## config.mk

```make
export PLATFORM = sky130hd
export DESIGN_NAME = rob_subsystem
export DESIGN_NICKNAME = d
export VERILOG_FILES = /design/src/rob_pkg.sv /design/src/rob_entry.sv /design/src/reorder_buffer.sv /design/src/rename_map.sv /design/src/operand_fetch.sv /design/src/rob_subsystem.sv
export VERILOG_INCLUDE_DIRS = /design/src /design/src/src
export SDC_FILE = /design/constraint.sdc
export NUM_CORES = 2
export LEC_CHECK = 0
export BUFFER_PORTS_ARGS = -buffer_cell sky130_fd_sc_hd__buf_2
export CAP_MARGIN = 20
export CORE_MARGIN = 5
export CORE_UTILIZATION = 55
export DETAILED_ROUTE_END_ITERATION = 12
export GPL_ROUTABILITY_DRIVEN = 0
export MAX_ROUTING_LAYER = met4
export PLACE_DENSITY = 0.72
export SETUP_SLACK_MARGIN = 0.05
export SYNTH_ARGS = -nofsm -noshare
export SYNTH_HDL_FRONTEND = slang
export SYNTH_SLANG_ARGS = --single-unit
```

## constraint.sdc

```tcl
create_clock -name clock -period 8.3 [get_ports clock]
set_input_delay 0.83 -clock clock [delete_from_list [all_inputs] [get_ports clock]]
set_output_delay 0.83 -clock clock [all_outputs]
set_load 0.01 [all_outputs]
```

## src/rob_macros.svh

```systemverilog
// reorder buffer sizing constants
`ifndef ROB_MACROS_SVH
`define ROB_MACROS_SVH

// reorder buffer depth, a power of two so the pointers wrap on their own
`define ROB_LEN 8

// architectural register file
`define ARCH_REGS 32

// data word width
`define XLEN 32

// hard-wired zero register, never written
`define ZERO_REG 0

`endif

```

## src/rob_pkg.sv

```systemverilog
// reorder buffer types
`include "rob_macros.svh"

package rob_pkg;

    typedef logic [$clog2(`ROB_LEN)-1:0] rob_tag_t;   // entry index
    typedef logic [$clog2(`ROB_LEN):0]   rob_count_t; // occupancy, 0..ROB_LEN
    typedef logic [$clog2(`ARCH_REGS)-1:0] reg_idx_t;
    typedef logic [`XLEN-1:0]            xlen_t;

    // instruction from decode
    typedef struct packed {
        logic     valid;
        reg_idx_t dest_reg_idx;
        reg_idx_t rs1_idx;
        reg_idx_t rs2_idx;
        logic     halt;
        logic     illegal;
        xlen_t    npc;
    } id_packet_t;

    // one completion per cycle from the common data bus
    typedef struct packed {
        logic     valid;
        rob_tag_t tag;
        logic     has_value;
        xlen_t    value;
        logic     take_branch;    // predicted not taken, so taken means mispredict
    } cdb_packet_t;

    typedef struct packed {
        logic     busy;
        logic     complete;
        logic     mispredict;
        reg_idx_t dest_reg_idx;
        xlen_t    value;
        logic     halt;
        logic     illegal;
        xlen_t    npc;
    } rob_entry_packet_t;

    // commit of the head entry
    typedef struct packed {
        logic     valid;
        rob_tag_t tag;
        reg_idx_t dest_reg_idx;
        xlen_t    value;
        logic     write_en;       // architectural write allowed
        logic     halt;
        logic     illegal;
        xlen_t    npc;
    } retire_packet_t;

    // resolved source operand
    typedef struct packed {
        logic     ready;
        rob_tag_t tag;            // producer when not ready
        xlen_t    value;
    } operand_t;

endpackage

```

## src/rob_entry.sv

```systemverilog
// reorder buffer slot
`timescale 1ns/100ps

module rob_entry (
    input  logic                       clock,
    input  logic                       reset,
    input  logic                       clear,      // squash
    input  logic                       write,
    input  rob_pkg::id_packet_t        dispatch,
    input  logic                       complete,
    input  rob_pkg::cdb_packet_t       cdb,
    input  logic                       release_en, // head retiring
    output rob_pkg::rob_entry_packet_t entry
);

    logic              busy;
    logic              done;        // result has arrived
    logic              mispredict;
    rob_pkg::reg_idx_t dest_reg_idx;
    rob_pkg::xlen_t    value;
    logic              halt;
    logic              illegal;
    rob_pkg::xlen_t    npc;

    // slot status
    always_ff @(posedge clock) begin
        if (reset || clear || release_en) begin
            busy       <= 1'b0;
            done       <= 1'b0;
            mispredict <= 1'b0;
        end else if (write) begin
            busy       <= 1'b1;
            done       <= 1'b0;
            mispredict <= 1'b0;
        end else if (complete) begin
            done <= 1'b1;
            if (cdb.take_branch)
                mispredict <= 1'b1; // branch went the other way
        end
    end

    // payload
    always_ff @(posedge clock) begin
        if (write) begin
            dest_reg_idx <= dispatch.dest_reg_idx;
            halt         <= dispatch.halt;
            illegal      <= dispatch.illegal;
            npc          <= dispatch.npc;
            value        <= '0;             // no-result ops retire zero
        end else if (complete && cdb.has_value) begin
            value <= cdb.value;
        end
    end

    assign entry.busy         = busy;
    assign entry.complete     = done;
    assign entry.mispredict   = mispredict;
    assign entry.dest_reg_idx = dest_reg_idx;
    assign entry.value        = value;
    assign entry.halt         = halt;
    assign entry.illegal      = illegal;
    assign entry.npc          = npc;

    // tail pointer must only ever land on a free slot
    write_to_idle: assert property (@(posedge clock) disable iff (reset) write |-> !busy)
        else $error("rob_entry: dispatch into a busy slot");

endmodule

```

## src/reorder_buffer.sv

```systemverilog
// reorder buffer
`timescale 1ns/100ps
`include "rob_macros.svh"

module reorder_buffer (
    input  logic                    clock,
    input  logic                    reset,
    input  logic                    stall,
    input  rob_pkg::id_packet_t     id_packet,
    input  rob_pkg::cdb_packet_t    cdb_packet,
    input  rob_pkg::rob_tag_t       src1_tag,
    input  rob_pkg::rob_tag_t       src2_tag,
    output rob_pkg::rob_tag_t       dispatch_tag,
    output logic                    rob_full,
    output rob_pkg::retire_packet_t retire_packet,
    output logic                    squash,
    output rob_pkg::xlen_t          src1_value,
    output rob_pkg::xlen_t          src2_value,
    output logic                    src1_complete,
    output logic                    src2_complete
);

    rob_pkg::rob_tag_t          head;
    rob_pkg::rob_tag_t          tail;
    rob_pkg::rob_count_t        count;
    rob_pkg::rob_entry_packet_t entries [`ROB_LEN];
    rob_pkg::rob_entry_packet_t head_entry;

    logic [`ROB_LEN-1:0] write_vec;
    logic [`ROB_LEN-1:0] complete_vec;
    logic [`ROB_LEN-1:0] release_vec;
    logic                dispatch_en;
    logic                complete_en;
    logic                retire;

    assign rob_full     = (count == rob_pkg::rob_count_t'(`ROB_LEN));
    assign dispatch_tag = tail;
    assign head_entry   = entries[head];

    // a squash drops the same-cycle dispatch
    assign dispatch_en = id_packet.valid && !rob_full && !stall && !squash;
    assign complete_en = cdb_packet.valid && entries[cdb_packet.tag].busy && !stall;

    assign retire = head_entry.busy && head_entry.complete && !stall;
    assign squash = retire && head_entry.mispredict;

    // one-hot slot strobes
    always_comb begin
        write_vec    = '0;
        complete_vec = '0;
        release_vec  = '0;
        for (int i = 0; i < `ROB_LEN; i++) begin
            if (dispatch_en && rob_pkg::rob_tag_t'(i) == tail)
                write_vec[i] = 1'b1;
            if (complete_en && rob_pkg::rob_tag_t'(i) == cdb_packet.tag)
                complete_vec[i] = 1'b1;
            if (retire && rob_pkg::rob_tag_t'(i) == head)
                release_vec[i] = 1'b1;
        end
    end

    for (genvar i = 0; i < `ROB_LEN; i++) begin : g_slot
        rob_entry i_entry (
            .clock      (clock),
            .reset      (reset),
            .clear      (squash),
            .write      (write_vec[i]),
            .dispatch   (id_packet),
            .complete   (complete_vec[i]),
            .cdb        (cdb_packet),
            .release_en (release_vec[i]),
            .entry      (entries[i])
        );
    end

    // commit packet, quiet unless retiring
    always_comb begin
        retire_packet = '0;
        if (retire) begin
            retire_packet.valid        = 1'b1;
            retire_packet.tag          = head;
            retire_packet.dest_reg_idx = head_entry.dest_reg_idx;
            retire_packet.value        = head_entry.value;
            retire_packet.halt         = head_entry.halt;
            retire_packet.illegal      = head_entry.illegal;
            retire_packet.npc          = head_entry.npc;
            retire_packet.write_en     = (head_entry.dest_reg_idx !=
                                          rob_pkg::reg_idx_t'(`ZERO_REG))
                                         && !head_entry.halt && !head_entry.illegal;
        end
    end

    // pointers
    always_ff @(posedge clock) begin
        if (reset) begin
            head  <= '0;
            tail  <= '0;
            count <= '0;
        end else if (squash) begin
            // branch itself retires, everything younger is gone
            head  <= head + rob_pkg::rob_tag_t'(1);
            tail  <= head + rob_pkg::rob_tag_t'(1);
            count <= '0;
        end else begin
            if (retire)
                head <= head + rob_pkg::rob_tag_t'(1);
            if (dispatch_en)
                tail <= tail + rob_pkg::rob_tag_t'(1);
            count <= count + rob_pkg::rob_count_t'(dispatch_en)
                           - rob_pkg::rob_count_t'(retire);
        end
    end

    // source lookup for the operand stage
    assign src1_value    = entries[src1_tag].value;
    assign src1_complete = entries[src1_tag].complete;
    assign src2_value    = entries[src2_tag].value;
    assign src2_complete = entries[src2_tag].complete;

    count_bound: assert property (@(posedge clock) disable iff (reset)
        count <= rob_pkg::rob_count_t'(`ROB_LEN))
        else $error("reorder_buffer: occupancy above depth");

    // CDB producers only hold tags of live entries
    cdb_to_busy: assert property (@(posedge clock) disable iff (reset)
        cdb_packet.valid && !stall |-> entries[cdb_packet.tag].busy)
        else $error("reorder_buffer: completion for idle entry %0d", cdb_packet.tag);

endmodule

```

## src/rename_map.sv

```systemverilog
// register rename map
`timescale 1ns/100ps
`include "rob_macros.svh"

module rename_map (
    input  logic                    clock,
    input  logic                    reset,
    input  logic                    stall,
    input  rob_pkg::id_packet_t     id_packet,
    input  rob_pkg::rob_tag_t       dispatch_tag,
    input  logic                    rob_full,
    input  rob_pkg::retire_packet_t retire_packet,
    input  logic                    squash,
    output logic                    rs1_busy,
    output rob_pkg::rob_tag_t       rs1_tag,
    output logic                    rs2_busy,
    output rob_pkg::rob_tag_t       rs2_tag
);

    logic              busy [`ARCH_REGS];
    rob_pkg::rob_tag_t tags [`ARCH_REGS];   // youngest producer
    logic              rename_en;
    logic              retire_hit;

    assign rename_en = id_packet.valid && !rob_full && !stall && !squash
                       && id_packet.dest_reg_idx != rob_pkg::reg_idx_t'(`ZERO_REG);

    // only the latest producer may release its register
    assign retire_hit = retire_packet.valid
                        && tags[retire_packet.dest_reg_idx] == retire_packet.tag;

    always_ff @(posedge clock) begin
        if (reset || squash) begin
            for (int i = 0; i < `ARCH_REGS; i++)
                busy[i] <= 1'b0;
        end else begin
            if (retire_hit)
                busy[retire_packet.dest_reg_idx] <= 1'b0;
            if (rename_en)
                busy[id_packet.dest_reg_idx] <= 1'b1;   // wins over a retire
        end
    end

    always_ff @(posedge clock) begin
        if (rename_en)
            tags[id_packet.dest_reg_idx] <= dispatch_tag;
    end

    // table as it stood before this cycle's dispatch
    assign rs1_busy = busy[id_packet.rs1_idx];
    assign rs1_tag  = tags[id_packet.rs1_idx];
    assign rs2_busy = busy[id_packet.rs2_idx];
    assign rs2_tag  = tags[id_packet.rs2_idx];

endmodule

```

## src/operand_fetch.sv

```systemverilog
// register file and operand resolution
`timescale 1ns/100ps
`include "rob_macros.svh"

module operand_fetch (
    input  logic                    clock,
    input  logic                    reset,
    input  rob_pkg::retire_packet_t retire_packet,
    input  rob_pkg::reg_idx_t       rs1_idx,
    input  rob_pkg::reg_idx_t       rs2_idx,
    input  logic                    rs1_busy,
    input  rob_pkg::rob_tag_t       rs1_tag,
    input  logic                    rs2_busy,
    input  rob_pkg::rob_tag_t       rs2_tag,
    input  rob_pkg::xlen_t          rob1_value,
    input  logic                    rob1_complete,
    input  rob_pkg::xlen_t          rob2_value,
    input  logic                    rob2_complete,
    output rob_pkg::operand_t       rs1_operand,
    output rob_pkg::operand_t       rs2_operand
);

    rob_pkg::xlen_t regs [`ARCH_REGS];
    rob_pkg::xlen_t rf1_value;
    rob_pkg::xlen_t rf2_value;

    // register file, written as the head retires
    always_ff @(posedge clock) begin
        if (reset) begin
            for (int i = 0; i < `ARCH_REGS; i++)
                regs[i] <= '0;
        end else if (retire_packet.write_en) begin
            regs[retire_packet.dest_reg_idx] <= retire_packet.value;
        end
    end

    assign rf1_value = (rs1_idx == rob_pkg::reg_idx_t'(`ZERO_REG)) ? '0 : regs[rs1_idx];
    assign rf2_value = (rs2_idx == rob_pkg::reg_idx_t'(`ZERO_REG)) ? '0 : regs[rs2_idx];

    // regfile if not renamed, buffer if already done, else wait on tag
    function automatic rob_pkg::operand_t resolve(
        input rob_pkg::xlen_t    rf_value,
        input logic              busy,
        input rob_pkg::rob_tag_t tag,
        input rob_pkg::xlen_t    rob_value,
        input logic              rob_complete
    );
        rob_pkg::operand_t op;
        op = '0;
        if (!busy) begin
            op.ready = 1'b1;
            op.value = rf_value;
        end else if (rob_complete) begin
            op.ready = 1'b1;
            op.value = rob_value;
        end else begin
            op.tag = tag;
        end
        return op;
    endfunction

    assign rs1_operand = resolve(rf1_value, rs1_busy, rs1_tag, rob1_value, rob1_complete);
    assign rs2_operand = resolve(rf2_value, rs2_busy, rs2_tag, rob2_value, rob2_complete);

endmodule

```

## src/rob_subsystem.sv

```systemverilog
// in-order commit subsystem
`timescale 1ns/100ps

module rob_subsystem (
    input  logic                    clock,
    input  logic                    reset,
    input  logic                    stall,
    input  rob_pkg::id_packet_t     id_packet,
    input  rob_pkg::cdb_packet_t    cdb_packet,
    output logic                    rob_full,
    output rob_pkg::rob_tag_t       dispatch_tag,
    output rob_pkg::retire_packet_t retire_packet,
    output logic                    squash,
    output rob_pkg::operand_t       rs1_operand,
    output rob_pkg::operand_t       rs2_operand
);

    logic              rs1_busy;
    logic              rs2_busy;
    rob_pkg::rob_tag_t rs1_tag;
    rob_pkg::rob_tag_t rs2_tag;
    rob_pkg::xlen_t    rob1_value;
    rob_pkg::xlen_t    rob2_value;
    logic              rob1_complete;
    logic              rob2_complete;

    reorder_buffer i_rob (
        .clock         (clock),
        .reset         (reset),
        .stall         (stall),
        .id_packet     (id_packet),
        .cdb_packet    (cdb_packet),
        .src1_tag      (rs1_tag),
        .src2_tag      (rs2_tag),
        .dispatch_tag  (dispatch_tag),
        .rob_full      (rob_full),
        .retire_packet (retire_packet),
        .squash        (squash),
        .src1_value    (rob1_value),
        .src2_value    (rob2_value),
        .src1_complete (rob1_complete),
        .src2_complete (rob2_complete)
    );

    rename_map i_map (
        .clock         (clock),
        .reset         (reset),
        .stall         (stall),
        .id_packet     (id_packet),
        .dispatch_tag  (dispatch_tag),
        .rob_full      (rob_full),
        .retire_packet (retire_packet),
        .squash        (squash),
        .rs1_busy      (rs1_busy),
        .rs1_tag       (rs1_tag),
        .rs2_busy      (rs2_busy),
        .rs2_tag       (rs2_tag)
    );

    operand_fetch i_operands (
        .clock         (clock),
        .reset         (reset),
        .retire_packet (retire_packet),
        .rs1_idx       (id_packet.rs1_idx),
        .rs2_idx       (id_packet.rs2_idx),
        .rs1_busy      (rs1_busy),
        .rs1_tag       (rs1_tag),
        .rs2_busy      (rs2_busy),
        .rs2_tag       (rs2_tag),
        .rob1_value    (rob1_value),
        .rob1_complete (rob1_complete),
        .rob2_value    (rob2_value),
        .rob2_complete (rob2_complete),
        .rs1_operand   (rs1_operand),
        .rs2_operand   (rs2_operand)
    );

endmodule

```

[Word-level counts from Yosys, hierarchy flattened]
Memories as Yosys holds them, arrays and structs flattened.
Index checks and enable logic that the tools add are counted.
Storage, ports and cells
  memories kept: 3
  flip-flop bits (word level): 602
  bits in writable memories: 1152
  bits of input ports: 91
  word-level logic and storage cells: 270
Operators by class
  add/subtract/negate cells: 4
  reduce and logical (&&, ||, !) cells: 87
  eq/ne operators: 23
  order comparisons: 4
  multiplexer cells: 78
  bitwise operators: 4
Memory list
  i_operands.regs: words 32, width 32, read ports 2, clocked after memory_dff 0, wr ports 32, line operand_fetch.sv:23  | rob_pkg::xlen_t regs [`ARCH_REGS];
  i_map.tags: words 32, width 3, read ports 3, clocked after memory_dff 0, wr ports 1, line rename_map.sv:21  | rob_pkg::rob_tag_t tags [`ARCH_REGS];
  i_map.busy: words 32, width 1, read ports 2, clocked after memory_dff 0, wr ports 32, line rename_map.sv:20  | logic busy [`ARCH_REGS];
Operator list (count)
  $bmux 74 s3: 4
  $mux 74: 4
  $mux 73: 4
  $mux 32: 7
  $mux 76: 1
  $mux 1: 47
  $logic_and 1x1->1: 44
  $eq 3x3->1 const A: 12
  $reduce_or 32->1: 1
  $mux 3: 8
  $eq 2x3->1 const A: 6
  $reduce_or 2->1: 9
  $ge 4x4->1 const B: 4
  $not 3->4: 4
  $reduce_and 2->1: 8
  $mux 5: 3
  $logic_not 5->1: 2
  $reduce_bool 5->1: 2
  $eq 1x3->1 const A: 3
  $logic_not 3->1: 3
  $logic_or 1x1->1: 9
  $add 3x1->3 const B: 2
  $logic_not 1->1: 5
  $add 4x1->4: 1
  other kinds (5): 7

[Longest topological paths before layout]
An unclocked memory read counts as a cell.
  word-level depth: 16
  mapped depth: 15

[Modules after synthesis]
Synthesis repeated with hierarchy kept, for this count alone.
Unflattened totals
  cell total of the unflattened synthesis: 6650
  area total of the unflattened synthesis: 94923.5 µm²
By module, submodules not included
  operand_fetch: instances 1, area each 55488.2 µm², cells an instance 3751
  rob_entry: instances 8, area each 2840.2 µm², cells an instance 199
  reorder_buffer: instances 1, area each 9391.5 µm², cells an instance 782
  rename_map: instances 1, area each 7322.0 µm², cells an instance 525

[Least setup slack after synthesis]
OpenSTA, ideal clock, no wires.
  kind: in2out
  from: input id_packet[35] (netlist bit)
  to: output rs2_operand[22] (netlist bit)
  required time: 7.470 ns
  cell stages on the path: 10
  path buffers: 5
  data arrival time: 3.827 ns
  setup slack: 3.643 ns
  cell sequence: buf_2 -> buf_1 -> buf_1 -> mux4_2 -> mux4_2 -> mux2i_1 -> clkbuf_1 -> clkbuf_1 -> a21oi_1 -> o22ai_1
RTL lines
  start: declaration: line rob_subsystem.sv:8  | input rob_pkg::id_packet_t id_packet,
  end: declaration: line rob_subsystem.sv:15  | output rob_pkg::operand_t rs2_operand

==> results.sh <==
export IMPL_cts_root_buf="clkbuf_16"
export IMPL_cp_start_kind="input pin"
export IMPL_cts_resized=0
export IMPL_ys_ff_latch=1754
export IMPL_synth_cell_area_um2=88500
export IMPL_via_count=62500
export IMPL_dp_hpwl_um=169000
export IMPL_finalHoldViolCount=0
export IMPL_fp_row_count=147
export IMPL_setup_violations_final=0
export IMPL_cp_top_family="buffers and inverters"
export IMPL_worst_pin_slew_ns=1.20
export IMPL_ys_flop_type="edfxtp_1"
export IMPL_cp_required_ns=7.47
export IMPL_hp_start="id_packet[5]"
export IMPL_end_kind="primary output"
export IMPL_drc=0
export IMPL_r2r_end="i_operands.regs[19][7]$_SDFFCE_PN0P_"
export IMPL_rsz0062_at_grt="no"
export IMPL_synth_distinct_cells=59
export IMPL_synth_area_per_cell_um2=13.4
export IMPL_clock_sinks=1754
export IMPL_fin_cells=8905
export IMPL_die_x_um=411
export IMPL_yosysSeqAreaShare_pct=55.8
export IMPL_ir_worst_vdd_uv=208
export IMPL_die_h_um=411
export IMPL_cts_hold_buffers=0
export IMPL_drive_gt1_share_pct=25.0
export IMPL_cts_tree="built"
export IMPL_synthAdderAreaFrac_pct=0.263
export IMPL_place_port_buffers=243
export IMPL_path_class="in -> out"
export IMPL_slowest_stage="buf_4"
export IMPL_drt_total_wl_um=294000
export IMPL_layout_commonest_cell="edfxtp_1"
export IMPL_synth_mux_area_share_pct=25.1
export IMPL_synth_xor_area_share_pct=0.0495
export IMPL_outcome="complete, no violations"
export IMPL_pin_count=244
export IMPL_final_cell_mix="edfxtp_1 (1432), nor2_1 (1099), mux4_2 (873), nand2_1 (745), a21oi_1 (461)"
export IMPL_synth_compound_area_share_pct=5.58
export IMPL_final_max_slew_violation_count=0
export IMPL_syn2layout_area_growth_pct=10.5
export IMPL_drt_pre_antenna_iters=6
export IMPL_period_needed_ns=6.42
export IMPL_post_route_util_pct=61.0
export IMPL_cp_common_cell="mux4_2"
export IMPL_power_per_cell_area_nw_per_um2=210
export IMPL_cts_clk_slew_worst_paths_ns=0.06
export IMPL_setup_tns_final_ns=0
export IMPL_wl_per_cell_um=33.0
export IMPL_grt_pass1_wl_um=424000
export IMPL_p_leak_uw=0.0319
export IMPL_synth_enable_flop_cells=1432
export IMPL_slowest_delay_ns=0.90
export IMPL_fmax_ghz=0.156
export IMPL_async_flop_share_pct=0
export IMPL_coreArea_um2=160000
export IMPL_fill_cells=11900
export IMPL_yosysWarnings=0
export IMPL_grt_pass1_vias=61500
export IMPL_relSlewSlack_pct=17.5
export IMPL_r2r_cells=10
export IMPL_fin_crit_sh_pct=77.3
export IMPL_dieArea_um2=169000
export IMPL_maxCapViolations=0
export IMPL_start_util_pct=55.2
export IMPL_synth_top_family_by_area="multiplexers"
export IMPL_grt_max_degree=139
export IMPL_via_per_inst=7.01
export IMPL_ant_nets=0
export IMPL_path_cells="buf_8 > buf_12 > buf_4 > mux4_2 > mux4_2 > mux2i_1 > o22ai_1 > buf_2"
export IMPL_crit_arrival_ns=5.59
export IMPL_skew_ns=0.0552
export IMPL_track_usage_pct=35.5
export IMPL_min_to="i_rob.g_slot[5].i_entry.npc[5]$_DFFE_PP_"
export IMPL_cts_made_buffers=178
export IMPL_overflow=0
export IMPL_r2r_start="i_rob.head[0]$_SDFFE_PP0P_"
export IMPL_post_cts_buffers=0
export IMPL_final_nets=6683
export IMPL_clk_latency_ns=0.85
export IMPL_synthSimpleGateAreaFrac_pct=9.80
export IMPL_clockBufferDepth=3
export IMPL_antenna_found_initial=16
export IMPL_dp_cells=8549
export IMPL_whs_path_depth=1
export IMPL_cp_max_fo=138
export IMPL_drt_initial_drc_count=11200
export IMPL_htreeDepth=4
export IMPL_crit_buf_inv=4
export IMPL_postSynthCellCount=6604
export IMPL_r2r_slack_ns=2.38
export IMPL_min_path_type="in -> reg"
how the worst max path moves through the flow:
stage	from	endpoint	slack [ns]	cells after the start
2_1_floorplan	id_packet[35]	rs2_operand[22]	3.64	10
3_3_place_gp	id_packet[34]	rs2_operand[7]	2.16	11
3_5_place_dp	id_packet[34]	rs2_operand[11]	2.20	11
4_1_cts	id_packet[34]	rs2_operand[4]	2.21	10
5_1_grt	id_packet[34]	rs2_operand[13]	1.91	11
6_report	id_packet[35]	rs2_operand[5]	1.88	8
cells in the mapped netlist, types with 5 or more instances:
library cell,n,area [µm²]
o21ai_0,38,190
nand2b_1,46,288
buf_4,8,60.1
a211oi_1,204,1530
nand2_1,775,2910
nor2_1,1102,4140
nand3b_1,5,37.5
inv_1,57,214
clkbuf_1,468,1760
nor3_1,20,100
and3_1,12,75.1
and4_1,5,43.8
mux2i_1,237,2370
o22ai_1,70,438
dfxtp_1,322,6450
buf_1,71,267
a21oi_2,9,78.8
buf_6,8,90.1
mux2_2,13,146
buf_2,113,566
o21a_1,9,67.6
and2_1,9,56.3
ha_1,17,213
nand3_1,10,50.1
nor2b_1,137,857
mux4_2,873,19700
a31oi_1,15,93.8
edfxtp_1,1432,43000
a21oi_1,461,2310
sequential cells by signal, summed over array words and instances (netlist names), 4 cells and up:
name,flops
i_operands.regs,1024
i_rob.g_slot.i_entry.npc,256
i_rob.g_slot.i_entry.value,256
i_map.tags,96
i_rob.g_slot.i_entry.dest_reg_idx,40
i_map.busy,32
i_rob.g_slot.i_entry.busy,8
i_rob.g_slot.i_entry.done,8
i_rob.g_slot.i_entry.halt,8
i_rob.g_slot.i_entry.illegal,8
i_rob.g_slot.i_entry.mispredict,8
i_rob.count,4
per-stage QoR:
step / total power [µW] / hold WS (ns) / setup WS, ns / instance area (µm²)
2_1_floorplan: 11500 / 0.419 / 3.64 / 88700
3_3_place_gp: 12300 / 0.444 / 2.16 / 91700
3_5_place_dp: 12400 / 0.445 / 2.20 / 91700
4_1_cts: 20400 / 0.215 / 2.21 / 97700
5_1_grt: 21000 / 0.239 / 1.91 / 97800
6_report: 20500 / 0.262 / 1.88 / 97800
layer usage:
| metal | global-route usage, % | wire length, µm |
|---|---|---|
| met1 | 45.0 | 98500 |
| met2 | 52.5 | 133000 |
| met3 | 11.5 | 45500 |
| met4 | 17.0 | 16600 |
| met5 | - | 0 |
kinds of logic (layout without fill, tap and decap cells):
kind of cell / Yosys count / count (layout)
xor gates and xnor gates: 5 / 5
other: 1 / 55
and+or+nand+nor: 2139 / 2139
adders and majority gates: 18 / 18
muxes: 1125 / 1125
AOI/OAI and AO/OA: 834 / 834
buffers and inverters: 728 / 815
DFF: 1754 / 1754
report_power, final:
part / internal (µW) / switching [µW] / leakage (µW)
clock network: 4670 / 3590 / 0.00290
logic: 911 / 1390 / 0.0127
registers: 9820 / 168 / 0.0163
total: 15400 / 5150 / 0.0319
final cells by class:
cell class | instances | area, µm² | area share (%)
flip-flops and latches | 1754 | 49500 | 50.6
multi-input cells | 4156 | 36600 | 37.4
clock buffers | 229 | 4830 | 4.94
repair buffers | 424 | 2890 | 2.95
well taps | 2160 | 2700 | 2.76
clock inverters | 102 | 1080 | 1.11
inverters | 60 | 226 | 0.232
diodes | 20 | 50.0 | 0.0512
No activity file was read; power rests on OpenSTA's default activity.
